===== config.mk =====
export PLATFORM = sky130hd
export DESIGN_NAME = muldiv_unit
export DESIGN_NICKNAME = d
export VERILOG_FILES = /design/src/verilog/muldiv_pkg.sv /design/src/verilog/iter_multiplier.sv /design/src/verilog/muldiv_control.sv /design/src/verilog/muldiv_unit.sv /design/src/verilog/operand_prep.sv /design/src/verilog/restoring_divider.sv /design/src/verilog/result_fixup.sv
export SDC_FILE = /design/constraint.sdc
export NUM_CORES = 2
export LEC_CHECK = 0
export BUFFER_PORTS_ARGS = -buffer_cell sky130_fd_sc_hd__buf_2
export CAP_MARGIN = 25
export CORE_MARGIN = 4
export CORE_UTILIZATION = 69
export DETAILED_ROUTE_END_ITERATION = 10
export GPL_TIMING_DRIVEN = 0
export PLACE_DENSITY = 0.83
export RECOVER_POWER = 100
export SYNTH_ARGS = -nofsm -noshare
export SYNTH_HDL_FRONTEND = slang
export SYNTH_SLANG_ARGS = --single-unit

===== constraint.sdc =====
create_clock -name clk -period 11.65 [get_ports clk]
set_clock_uncertainty 0.05 [all_clocks]
set_input_delay 2.33 -clock clk [delete_from_list [all_inputs] [get_ports clk]]
set_output_delay 2.33 -clock clk [all_outputs]
set_load 0.005 [all_outputs]

===== src/verilog/muldiv_pkg.sv =====
package muldiv_pkg;

	// ----------------------------------------
	// word widths
	// ----------------------------------------

	// width of one integer register of the core.
	localparam int xlen = 32;

	// one operand or result word.
	typedef logic [xlen-1:0] xlen_t;
	// full product of two words.
	typedef logic [2*xlen-1:0] dword_t;
	// one half of an operand, as fed to the 16x16 multiplier.
	typedef logic [xlen/2-1:0] half_t;

	// ----------------------------------------
	// operations and control
	// ----------------------------------------

	// M extension ops in funct3 order.
	// bit 2 set means divide or remainder.
	typedef enum logic [2:0] {
		op_mul    = 3'd0,
		op_mulh   = 3'd1,
		op_mulhsu = 3'd2,
		op_mulhu  = 3'd3,
		op_div    = 3'd4,
		op_divu   = 3'd5,
		op_rem    = 3'd6,
		op_remu   = 3'd7
	} muldiv_op_t;

	// sequencing states of the unit.
	typedef enum logic [1:0] {
		st_idle = 2'd0,
		st_mul  = 2'd1,
		st_div  = 2'd2,
		st_fix  = 2'd3
	} ctrl_state_t;

	// edges from the sampling edge of valid to the edge raising ready.
	localparam int mul_latency = 8;
	localparam int div_latency = 36;

endpackage


===== src/verilog/iter_multiplier.sv =====
module iter_multiplier (
	input  logic                 clk,
	input  logic                 rst_n,
	input  logic                 start,
	input  muldiv_pkg::xlen_t    factor0,
	input  muldiv_pkg::xlen_t    factor1,
	output logic                 done,
	output muldiv_pkg::dword_t   product
);

	// a * b split in halves:
	// (a_lo * b_lo) + (a_hi * b_lo) << 16 + (a_lo * b_hi) << 16 + (a_hi * b_hi) << 32.
	// one partial product per cycle goes into inter, then into acc a cycle later.

	logic               busy;
	logic [2:0]         step;
	muldiv_pkg::dword_t acc;
	muldiv_pkg::dword_t inter;

	muldiv_pkg::half_t  a_lo;
	muldiv_pkg::half_t  a_hi;
	muldiv_pkg::half_t  b_lo;
	muldiv_pkg::half_t  b_hi;

	muldiv_pkg::half_t  mult_in0;
	muldiv_pkg::half_t  mult_in1;
	muldiv_pkg::xlen_t  mult_out;
	logic [5:0]         shift_count;

	// ----------------------------------------
	// partial product selection
	// ----------------------------------------

	always_comb begin
		mult_in0    = b_lo;
		mult_in1    = a_lo;
		shift_count = 6'd0;
		case (step)
			3'd1: begin
				mult_in0    = b_lo;
				mult_in1    = a_hi;
				shift_count = 6'd16;
			end
			3'd2: begin
				mult_in0    = b_hi;
				mult_in1    = a_lo;
				shift_count = 6'd16;
			end
			3'd3: begin
				mult_in0    = b_hi;
				mult_in1    = a_hi;
				shift_count = 6'd32;
			end
			default: begin
				// step 0 uses the low halves, step 4 ignores the multiplier.
				mult_in0    = b_lo;
				mult_in1    = a_lo;
				shift_count = 6'd0;
			end
		endcase
	end

	// single 16x16 multiplier shared by all four products.
	assign mult_out = muldiv_pkg::xlen_t'(mult_in0) * muldiv_pkg::xlen_t'(mult_in1);

	// ----------------------------------------
	// sequencer and accumulator
	// ----------------------------------------

	always_ff @(posedge clk) begin
		if (!rst_n) begin
			busy <= 1'b0;
			done <= 1'b0;
			step <= 3'd0;
		end else begin
			done <= 1'b0;
			if (!busy) begin
				if (start) begin
					busy <= 1'b1;
					step <= 3'd0;
				end
			end else begin
				step <= step + 3'd1;
				// fifth accumulate lands the last product.
				if (step == 3'd4) begin
					done <= 1'b1;
					busy <= 1'b0;
				end
			end
		end
	end

	always_ff @(posedge clk) begin
		if (!busy) begin
			// load halves and clear sums only at start, so product holds.
			if (start) begin
				a_lo  <= factor0[15:0];
				a_hi  <= factor0[31:16];
				b_lo  <= factor1[15:0];
				b_hi  <= factor1[31:16];
				acc   <= '0;
				inter <= '0;
			end
		end else begin
			acc <= acc + inter;
			if (step < 3'd4) begin
				inter <= muldiv_pkg::dword_t'(mult_out) << shift_count;
			end else begin
				inter <= '0;
			end
		end
	end

	assign product = acc;

endmodule


===== src/verilog/muldiv_control.sv =====
module muldiv_control (
	input  logic                   clk,
	input  logic                   rst_n,
	input  logic                   valid,
	input  muldiv_pkg::muldiv_op_t op,
	output logic                   ready,
	output logic                   capture,
	output logic                   mul_start,
	output logic                   div_start,
	input  logic                   mul_done,
	input  logic                   div_done,
	output logic                   fix_en,
	output muldiv_pkg::muldiv_op_t op_q
);

	muldiv_pkg::ctrl_state_t state;

	// ----------------------------------------
	// strobes decoded from state
	// ----------------------------------------

	// new op is taken only in idle, and not in the cycle ready is high.
	assign capture = (state == muldiv_pkg::st_idle) && valid && !ready;

	// result is registered on the edge that sees the matching done.
	assign fix_en = ((state == muldiv_pkg::st_mul) && mul_done) ||
	                ((state == muldiv_pkg::st_div) && div_done);

	// ----------------------------------------
	// state machine
	// ----------------------------------------

	always_ff @(posedge clk) begin
		if (!rst_n) begin
			state     <= muldiv_pkg::st_idle;
			ready     <= 1'b0;
			mul_start <= 1'b0;
			div_start <= 1'b0;
			op_q      <= muldiv_pkg::op_mul;
		end else begin
			// pulses default low.
			ready     <= 1'b0;
			mul_start <= 1'b0;
			div_start <= 1'b0;
			case (state)
				muldiv_pkg::st_idle: begin
					if (capture) begin
						op_q <= op;
						// bit 2 of the op selects the divider.
						if (op[2]) begin
							div_start <= 1'b1;
							state     <= muldiv_pkg::st_div;
						end else begin
							mul_start <= 1'b1;
							state     <= muldiv_pkg::st_mul;
						end
					end
				end
				muldiv_pkg::st_mul: begin
					// multiplier runs its five accumulate steps.
					if (mul_done) begin
						state <= muldiv_pkg::st_fix;
					end
				end
				muldiv_pkg::st_div: begin
					// divider runs load, 32 steps and a finish edge.
					if (div_done) begin
						state <= muldiv_pkg::st_fix;
					end
				end
				muldiv_pkg::st_fix: begin
					// result register was loaded on the way in here.
					ready <= 1'b1;
					state <= muldiv_pkg::st_idle;
				end
				default: begin
					state <= muldiv_pkg::st_idle;
				end
			endcase
		end
	end

endmodule


===== src/verilog/muldiv_unit.sv =====
module muldiv_unit (
	input  logic                   clk,
	input  logic                   rst_n,
	input  logic                   valid,
	input  muldiv_pkg::muldiv_op_t op,
	input  muldiv_pkg::xlen_t      operand_a,
	input  muldiv_pkg::xlen_t      operand_b,
	output logic                   ready,
	output muldiv_pkg::xlen_t      result
);

	// control strobes.
	logic                   capture;
	logic                   mul_start;
	logic                   div_start;
	logic                   mul_done;
	logic                   div_done;
	logic                   fix_en;
	muldiv_pkg::muldiv_op_t op_q;

	// conditioned operands.
	muldiv_pkg::xlen_t      mag_a;
	muldiv_pkg::xlen_t      mag_b;
	muldiv_pkg::xlen_t      operand_a_q;
	logic                   neg_result;
	logic                   neg_rem;
	logic                   div_zero;

	// datapath outputs.
	muldiv_pkg::dword_t     product;
	muldiv_pkg::xlen_t      quotient;
	muldiv_pkg::xlen_t      remainder;

	// ----------------------------------------
	// sequencing
	// ----------------------------------------

	muldiv_control u_control (
		.clk       (clk),
		.rst_n     (rst_n),
		.valid     (valid),
		.op        (op),
		.ready     (ready),
		.capture   (capture),
		.mul_start (mul_start),
		.div_start (div_start),
		.mul_done  (mul_done),
		.div_done  (div_done),
		.fix_en    (fix_en),
		.op_q      (op_q)
	);

	// ----------------------------------------
	// datapath
	// ----------------------------------------

	operand_prep u_prep (
		.clk         (clk),
		.rst_n       (rst_n),
		.capture     (capture),
		.op          (op),
		.operand_a   (operand_a),
		.operand_b   (operand_b),
		.mag_a       (mag_a),
		.mag_b       (mag_b),
		.operand_a_q (operand_a_q),
		.neg_result  (neg_result),
		.neg_rem     (neg_rem),
		.div_zero    (div_zero)
	);

	iter_multiplier u_mul (
		.clk     (clk),
		.rst_n   (rst_n),
		.start   (mul_start),
		.factor0 (mag_a),
		.factor1 (mag_b),
		.done    (mul_done),
		.product (product)
	);

	restoring_divider u_div (
		.clk       (clk),
		.rst_n     (rst_n),
		.start     (div_start),
		.dividend  (mag_a),
		.divisor   (mag_b),
		.done      (div_done),
		.quotient  (quotient),
		.remainder (remainder)
	);

	result_fixup u_fixup (
		.clk        (clk),
		.rst_n      (rst_n),
		.fix_en     (fix_en),
		.op_q       (op_q),
		.product    (product),
		.quotient   (quotient),
		.remainder  (remainder),
		.neg_result (neg_result),
		.neg_rem    (neg_rem),
		.div_zero   (div_zero),
		.operand_a  (operand_a_q),
		.result     (result)
	);

endmodule


===== src/verilog/operand_prep.sv =====
module operand_prep (
	input  logic                   clk,
	input  logic                   rst_n,
	input  logic                   capture,
	input  muldiv_pkg::muldiv_op_t op,
	input  muldiv_pkg::xlen_t      operand_a,
	input  muldiv_pkg::xlen_t      operand_b,
	output muldiv_pkg::xlen_t      mag_a,
	output muldiv_pkg::xlen_t      mag_b,
	output muldiv_pkg::xlen_t      operand_a_q,
	output logic                   neg_result,
	output logic                   neg_rem,
	output logic                   div_zero
);

	logic signed_a;
	logic signed_b;
	logic neg_a;
	logic neg_b;

	// which operands are read as two's complement.
	// mulhsu treats only a as signed.
	always_comb begin
		signed_a = (op == muldiv_pkg::op_mulh) || (op == muldiv_pkg::op_mulhsu) ||
		           (op == muldiv_pkg::op_div)  || (op == muldiv_pkg::op_rem);
		signed_b = (op == muldiv_pkg::op_mulh) || (op == muldiv_pkg::op_div) ||
		           (op == muldiv_pkg::op_rem);
	end

	// an operand is negative only if it is signed and its msb is set.
	assign neg_a = signed_a && operand_a[31];
	assign neg_b = signed_b && operand_b[31];

	// flags.
	always_ff @(posedge clk) begin
		if (!rst_n) begin
			neg_result <= 1'b0;
			neg_rem    <= 1'b0;
			div_zero   <= 1'b0;
		end else if (capture) begin
			// remainder follows the dividend, quotient and product the xor.
			neg_result <= neg_a ^ neg_b;
			neg_rem    <= neg_a;
			div_zero   <= (operand_b == '0);
		end
	end

	// magnitudes, plus raw a for the divide by zero remainder.
	always_ff @(posedge clk) begin
		if (capture) begin
			mag_a       <= neg_a ? -operand_a : operand_a;
			mag_b       <= neg_b ? -operand_b : operand_b;
			operand_a_q <= operand_a;
		end
	end

endmodule


===== src/verilog/restoring_divider.sv =====
module restoring_divider (
	input  logic              clk,
	input  logic              rst_n,
	input  logic              start,
	input  muldiv_pkg::xlen_t dividend,
	input  muldiv_pkg::xlen_t divisor,
	output logic              done,
	output muldiv_pkg::xlen_t quotient,
	output muldiv_pkg::xlen_t remainder
);

	// one quotient bit per cycle, msb first.
	// quot starts as the dividend and shifts its bits into rem,
	// while the new quotient bits shift in from the right.

	logic              busy;
	logic [5:0]        count;
	muldiv_pkg::xlen_t quot;
	muldiv_pkg::xlen_t rem;
	muldiv_pkg::xlen_t divisor_q;

	logic [32:0]       shifted;
	logic [33:0]       diff;
	logic              fits;

	// ----------------------------------------
	// shift and trial subtract
	// ----------------------------------------

	always_comb begin
		// partial remainder with the next dividend bit appended.
		shifted = {rem, quot[31]};
		// one extra bit so the borrow shows as the sign.
		diff = {1'b0, shifted} - {2'b00, divisor_q};
		fits = !diff[33];
	end

	// ----------------------------------------
	// control
	// ----------------------------------------

	always_ff @(posedge clk) begin
		if (!rst_n) begin
			busy  <= 1'b0;
			done  <= 1'b0;
			count <= 6'd0;
		end else begin
			done <= 1'b0;
			if (!busy) begin
				if (start) begin
					busy  <= 1'b1;
					count <= 6'd0;
				end
			end else if (count == 6'(muldiv_pkg::xlen)) begin
				// all bits done, report on this extra edge.
				done <= 1'b1;
				busy <= 1'b0;
			end else begin
				count <= count + 6'd1;
			end
		end
	end

	// ----------------------------------------
	// datapath
	// ----------------------------------------

	always_ff @(posedge clk) begin
		if (!busy) begin
			if (start) begin
				quot      <= dividend;
				rem       <= '0;
				divisor_q <= divisor;
			end
		end else if (count != 6'(muldiv_pkg::xlen)) begin
			if (fits) begin
				// difference is below the divisor, so it fits in 32 bits.
				rem  <= diff[31:0];
				quot <= {quot[30:0], 1'b1};
			end else begin
				// restore, shifted is below the divisor here.
				rem  <= shifted[31:0];
				quot <= {quot[30:0], 1'b0};
			end
		end
	end

	// zero divisor always fits, which gives all ones and the dividend.
	assign quotient  = quot;
	assign remainder = rem;

endmodule


===== src/verilog/result_fixup.sv =====
module result_fixup (
	input  logic                   clk,
	input  logic                   rst_n,
	input  logic                   fix_en,
	input  muldiv_pkg::muldiv_op_t op_q,
	input  muldiv_pkg::dword_t     product,
	input  muldiv_pkg::xlen_t      quotient,
	input  muldiv_pkg::xlen_t      remainder,
	input  logic                   neg_result,
	input  logic                   neg_rem,
	input  logic                   div_zero,
	input  muldiv_pkg::xlen_t      operand_a,
	output muldiv_pkg::xlen_t      result
);

	muldiv_pkg::dword_t prod_fix;
	muldiv_pkg::xlen_t  quot_fix;
	muldiv_pkg::xlen_t  rem_fix;
	muldiv_pkg::xlen_t  next_result;

	// signs back onto the unsigned datapath outputs.
	assign prod_fix = neg_result ? -product : product;
	assign quot_fix = neg_result ? -quotient : quotient;
	assign rem_fix  = neg_rem ? -remainder : remainder;

	// ----------------------------------------
	// result select
	// ----------------------------------------

	always_comb begin
		next_result = prod_fix[31:0];
		case (op_q)
			muldiv_pkg::op_mul:    next_result = prod_fix[31:0];
			muldiv_pkg::op_mulh:   next_result = prod_fix[63:32];
			muldiv_pkg::op_mulhsu: next_result = prod_fix[63:32];
			muldiv_pkg::op_mulhu:  next_result = prod_fix[63:32];
			// divide by zero returns all ones.
			muldiv_pkg::op_div:    next_result = div_zero ? '1 : quot_fix;
			muldiv_pkg::op_divu:   next_result = div_zero ? '1 : quot_fix;
			// remainder by zero returns the dividend untouched.
			muldiv_pkg::op_rem:    next_result = div_zero ? operand_a : rem_fix;
			muldiv_pkg::op_remu:   next_result = div_zero ? operand_a : rem_fix;
			default:               next_result = prod_fix[31:0];
		endcase
	end

	// result holds until the next fix_en.
	always_ff @(posedge clk) begin
		if (!rst_n) begin
			result <= '0;
		end else if (fix_en) begin
			result <= next_result;
		end
	end

endmodule

# After elaboration in Yosys (flattened, before gate mapping)
# Index checks and enable logic that the tools add are counted.
# Widths: inputs -> output; s select.
# word_totals
wordCells	144
register_bits	440
out_inout_bits	33
in_bits	70
# op_classes
n_reduce_logical	33
n_eq_ne	25
addsub	9
magnitude_cmp	1
n_shift	1
mul	1
n_mux	44
bitwise	3
# ops
cell	count
$mux 32	13
$mux 64	5
$neg 32->32	4
$pmux 32 s4	1
$add 64x64->64	1
$neg 64->64	1
$shl 32x6->64	1
$sub 33x32->34	1
$logic_not 32->1	1
$mul 16x16->32	1
$mux 16	2
$eq 3x3->1 const B	7
$mux 6	3
$eq 3x2->1 const B	5
$reduce_and 2->1	7
$mux 1	12
$pmux 6 s2	1
$reduce_or 2->1	5
$eq 3x1->1 const B	3
$mux 2	4
$pmux 2 s4	1
$add 6x1->6 const B	1
$eq 6x6->1 const B	1
$logic_and 1x1->1	6
17 further kinds	30

# Depth between registers and ports, before layout
# logic_depth
ltp_word	7
depth_mapped	29
ltp_nobuf	27

# Hierarchy
# A second synthesis with hierarchy kept.
# hier_totals
hier_cells	3617
hier_area_um2	35529.1
# by_module_without_submodules
mod	seq_area_each_um2	cells_per_inst	n_inst	area_each_um2
iter_multiplier	5865.6	2032	1	19700.1
restoring_divider	3042.9	514	1	5938.2
result_fixup	640.6	713	1	4946.0
operand_prep	2912.8	317	1	4550.6
muldiv_control	160.2	41	1	394.1

# Least setup slack after synthesis
# OpenSTA, ideal clock, no wires.
# synth_timing
path_kind	register -> register
from	register u_mul.step[2]
to	register u_mul.inter[24], data pin
slack_ns	3.982
t_required_ns	11.335
arrival_time_ns	7.353
path_buffers	3
synth_period_minus_slack_ns	7.668
stages_incl_launch_ff	28
setup_time_ns	0.265
path_cell_list	dfxtp_1 > clkinv_1 > ha_1 > a21oi_1 > clkbuf_1 > buf_1 > mux2_2 > clkbuf_1 > nand2_1 > fa_1 > fa_1 > fa_1 > fa_1 > inv_1 > fa_1 > inv_1 > fa_1 > inv_1 > ha_1 > a21o_1 > a21o_1 > a221oi_1 > a21oi_1 > o211ai_1 > a21boi_0 > or3_1 > a31oi_1 > nor2_1
# synth_via
elab_chain_len	7
word_cells_on_any_way	14
cone_classes	1 x mul; 1 x order compare; 3 x eq/ne; 1 x shift; 5 x mux; 3 x reduce/logical
# synth_rtl
item	line	source
start: declaration	iter_multiplier.sv:16	logic [2:0] step;
start signal: assignment	iter_multiplier.sv:83	step <= step + 3'd1;
$eq 3x2->1 or $eq 3x1->1 (tied branches)	iter_multiplier.sv:38	case (step)
$reduce_or 2->1 (no source line)	--	
$mux 16	iter_multiplier.sv:38	
$mul 16x16->32	iter_multiplier.sv:64	assign mult_out = muldiv_pkg::xlen_t'(mult_in0) * muldiv_pkg::xlen_t'(mult_in1);
$shl 32x6->64	iter_multiplier.sv:107	inter <= muldiv_pkg::dword_t'(mult_out) << shift_count;
$mux 64 *	iter_multiplier.sv:106	if (step < 3'd4) begin
$mux 64 *	iter_multiplier.sv:94	if (!busy) begin
end signal: assignment	iter_multiplier.sv:107	
end: declaration	iter_multiplier.sv:18	muldiv_pkg::dword_t inter;
# Mark *: on every way between the ends. The rest lies on a longest branch, timed or not.
# A chain may end at the register's enable or synchronous reset.

# Final worst setup path
# layout_timing
from	register u_mul.step[2]
to	register u_mul.inter[63], data pin
# The elaborated chain is that of the path after synthesis.

==> metrics <==
status complete, but fails checks; failing checks max-capacitance violations, max-slew violations; DRC violations left 0; count of final setup violators 0; DRT antenna net count 0; CP Max Fanout 10; mapped cell area 0.03467 mm2; clock sinks 439; top cell type by total area after synthesis edfxtp_1; Critical Path AT 10.05 ns; Avg Inst Size Synth 9.693 um2; total grt overflow 0; Post-CTS Setup Bufs 0; f_max 102.1 MHz; TritonRoute pass-1 iters 7; post-synthesis cell type count 85; Seq cells post-synth 439; worst skew pair latency 0.64 ns; commonest non-fill, non-tap cell in the layout nor2_1; largest cells by area after synthesis edfxtp_1 33%, fa_1 11%, ha_1 7.8%, nor2_1 4.2%, xnor2_1 4.0%; setup tns final 0 ns; Final min period 9.798 ns; post-synthesis compound-gate area fraction 14.69%; Avg WL per Cell 26.49 um; Seq/Total Area, Yosys 36.40%; fin nets 4224; Die Height 232.2 um; H-tree levels 2; worst path required time 11.90 ns; Final Max Slew Viols 401; hold_buf cts 0; fin cells 4443; Die W 232.2 um; relative slew slack -208.9%; final WL 117700 um; most frequent cells in the layout 386 x nor2_1, 383 x edfxtp_1, 363 x nand2_1; Primary FF master, synth edfxtp_1; Detailed Place HPWL 89440 um; Post-Synth XOR/XNOR Area 6.770%; YS warnings 0; period utilisation layout 84.10%; CTS tree done; Worst setup EP type register; Worst path slowest cell mux2i_1; first-pass GRT wire length 175300 um; layout cell share with drive strength beyond 1 6.035%; EDFF count, synth 383; post-synthesis simple-gate area fraction 14.32%; Port Buffers 102; row cnt 81; # placed instances 4347; number of max-cap violations 8; mux contribution to synthesized area 3.688%; largest net degree at the start of global routing 103; DR vias/cell 6.844; largest family of logic cells by synthesized area adder cells; Num CTS Buffers 47; vias in the first global route 29778; Syn Nets 4060; Multi-input gate area 0.02028 mm2; ys async rst share 0%; min-delay worst type reg2reg; I/O Pins 103; gr usage total 42.93%; core box area 0.04936 mm2; area share of the largest cell type after synthesis 33.17%; cts repair resizes 0; via count 30409; Cells after Synth 3577; die area 0.05390 mm2; Worst Setup Start Kind register; Slowest Stage Delay on Critical Path 0.91 ns; Area growth, synth to finish 8.473%; WS Path Type reg2reg; clock buffer depth 3; Fill cells 3254; Initial Util 70.25%; worst slew pin tran 4.609 ns; most used cell, CP fa_1; Synth Area in Adders 19.15%; unrepaired setup endpoints after global routing no; CTS Root Buffer Type clkbuf_16; initial antenna violation count 6; sequential cell area 0.01262 mm2; routability cong. 1.068; final count of hold timing violations 0; Clk pin slew, worst setup/hold paths 0.07 ns; 1st-iter DRT viols 4311
[stage by stage]
stage / cell area [um2] / setup WS, ns / util, % / hold WS (ns)
after global routing: 37610 / 1.449 / 76.20 / 0.3500
after global placement: 36010 / 2.276 / 72.97 / 0.3864
after floorplan: 34670 / 3.982 / - / 0.3715
final: 37610 / 1.852 / 76.20 / 0.3621
after CTS: 37760 / 1.983 / 76.50 / 0.3483
after detailed placement: 36120 / 2.108 / 73.19 / 0.3847
[cell usage after synthesis (8+ instances only)]
library cell and instances:
inv_1 323, or4_1 19, o41ai_1 20, nor4_1 22, a221oi_1 12, fa_1 196, or3_1 30, dfxtp_1 56
a22oi_1 11, mux2_2 60, nand2b_1 30, o211ai_1 18, o21a_1 23, and3_1 20, o31ai_1 45, clkbuf_1 112
a21oi_1 219, nor2_1 386, mux2i_1 58, a21boi_0 14, or2_2 18, o22ai_1 10, nor3_1 59, buf_1 12
nand2_1 363, a21o_1 68, a211o_1 9, a31oi_1 33, and2_1 27, a211oi_1 26, nand4_1 35, o21bai_1 22
edfxtp_1 383, nand3_1 36, xor2_1 111, xnor2_1 157, nor2b_1 15, a22o_1 8, o21ai_0 185, ha_1 217
[cell type report]
cell class              instances  share of cell area (%)
diodes                          1                0.006654
multi-input cells            2681                   53.91
plain buffers                 129                   1.297
inverters                     328                   3.277
well taps                     664                   2.209
clock buffers                  56                   3.244
repair buffers                115                   1.397
clock inverters                30                   1.095
flip-flops and latches        439                   33.56
[cells by family after synthesis]
| kind of cell | Yosys count |
|---|---|
| flip-flops | 439 |
| XOR/XNOR | 268 |
| multiplexers | 120 |
| adder cells (fa/ha/maj) | 413 |
| AND/OR/NAND/NOR | 1089 |
| AO/OA/AOI/OAI | 791 |
| buffers and inverters | 457 |
[per-layer routing]
| metal | part of all wire, % | vias up | global-route usage [%] |
|---|---|---|---|
| li1 | - | 12948 | - |
| met1 | 34 | 14460 | 51.04 |
| met2 | 46 | 2298 | 70.19 |
| met3 | 12 | 693 | 11.53 |
| met4 | 8.3 | 10 | 25.59 |
| met5 | 0.093 | - | 0 |
[sequential cells by signal (all words and copies together), names as in the netlist, 2 cells and up]
name,flops
u_div.remainder,32
u_fixup.result,32
u_mul.product,64
u_div.quotient,32
u_mul.b_hi,16
u_prep.mag_b,32
u_div.count,6
u_control.op_q,3
u_div.divisor_q,32
u_mul.b_lo,16
u_mul.a_lo,16
u_control.state,2
u_mul.inter,64
u_mul.a_hi,16
u_prep.operand_a_q,32
u_mul.step,3
u_prep.mag_a,31
[final timing paths]
path,depth (start not counted),slack (ns),end,startpoint
setup / recovery,26,1.85,u_mul.inter[63],u_mul.step[2]
hold / removal,0,0.36,u_div.divisor_q[0],u_prep.mag_b[0]
setup reg to reg,26,1.85,u_mul.inter[63],u_mul.step[2]
hold reg to reg,0,0.36,u_div.divisor_q[0],u_prep.mag_b[0]
[critical path: cells and delay by family, from the launching register on]
family,cells,cell delay [ns]
compound gates,7,2.53
fa+ha+maj,8,3.64
buf+inv,7,1.54
mux,1,0.91
simple gates,2,0.20
xor+xnor,1,0.20
flops,1,0.42
Power is not shown: default switching activity piles up to over one toggle a cycle in this logic, so the estimate is an artifact.
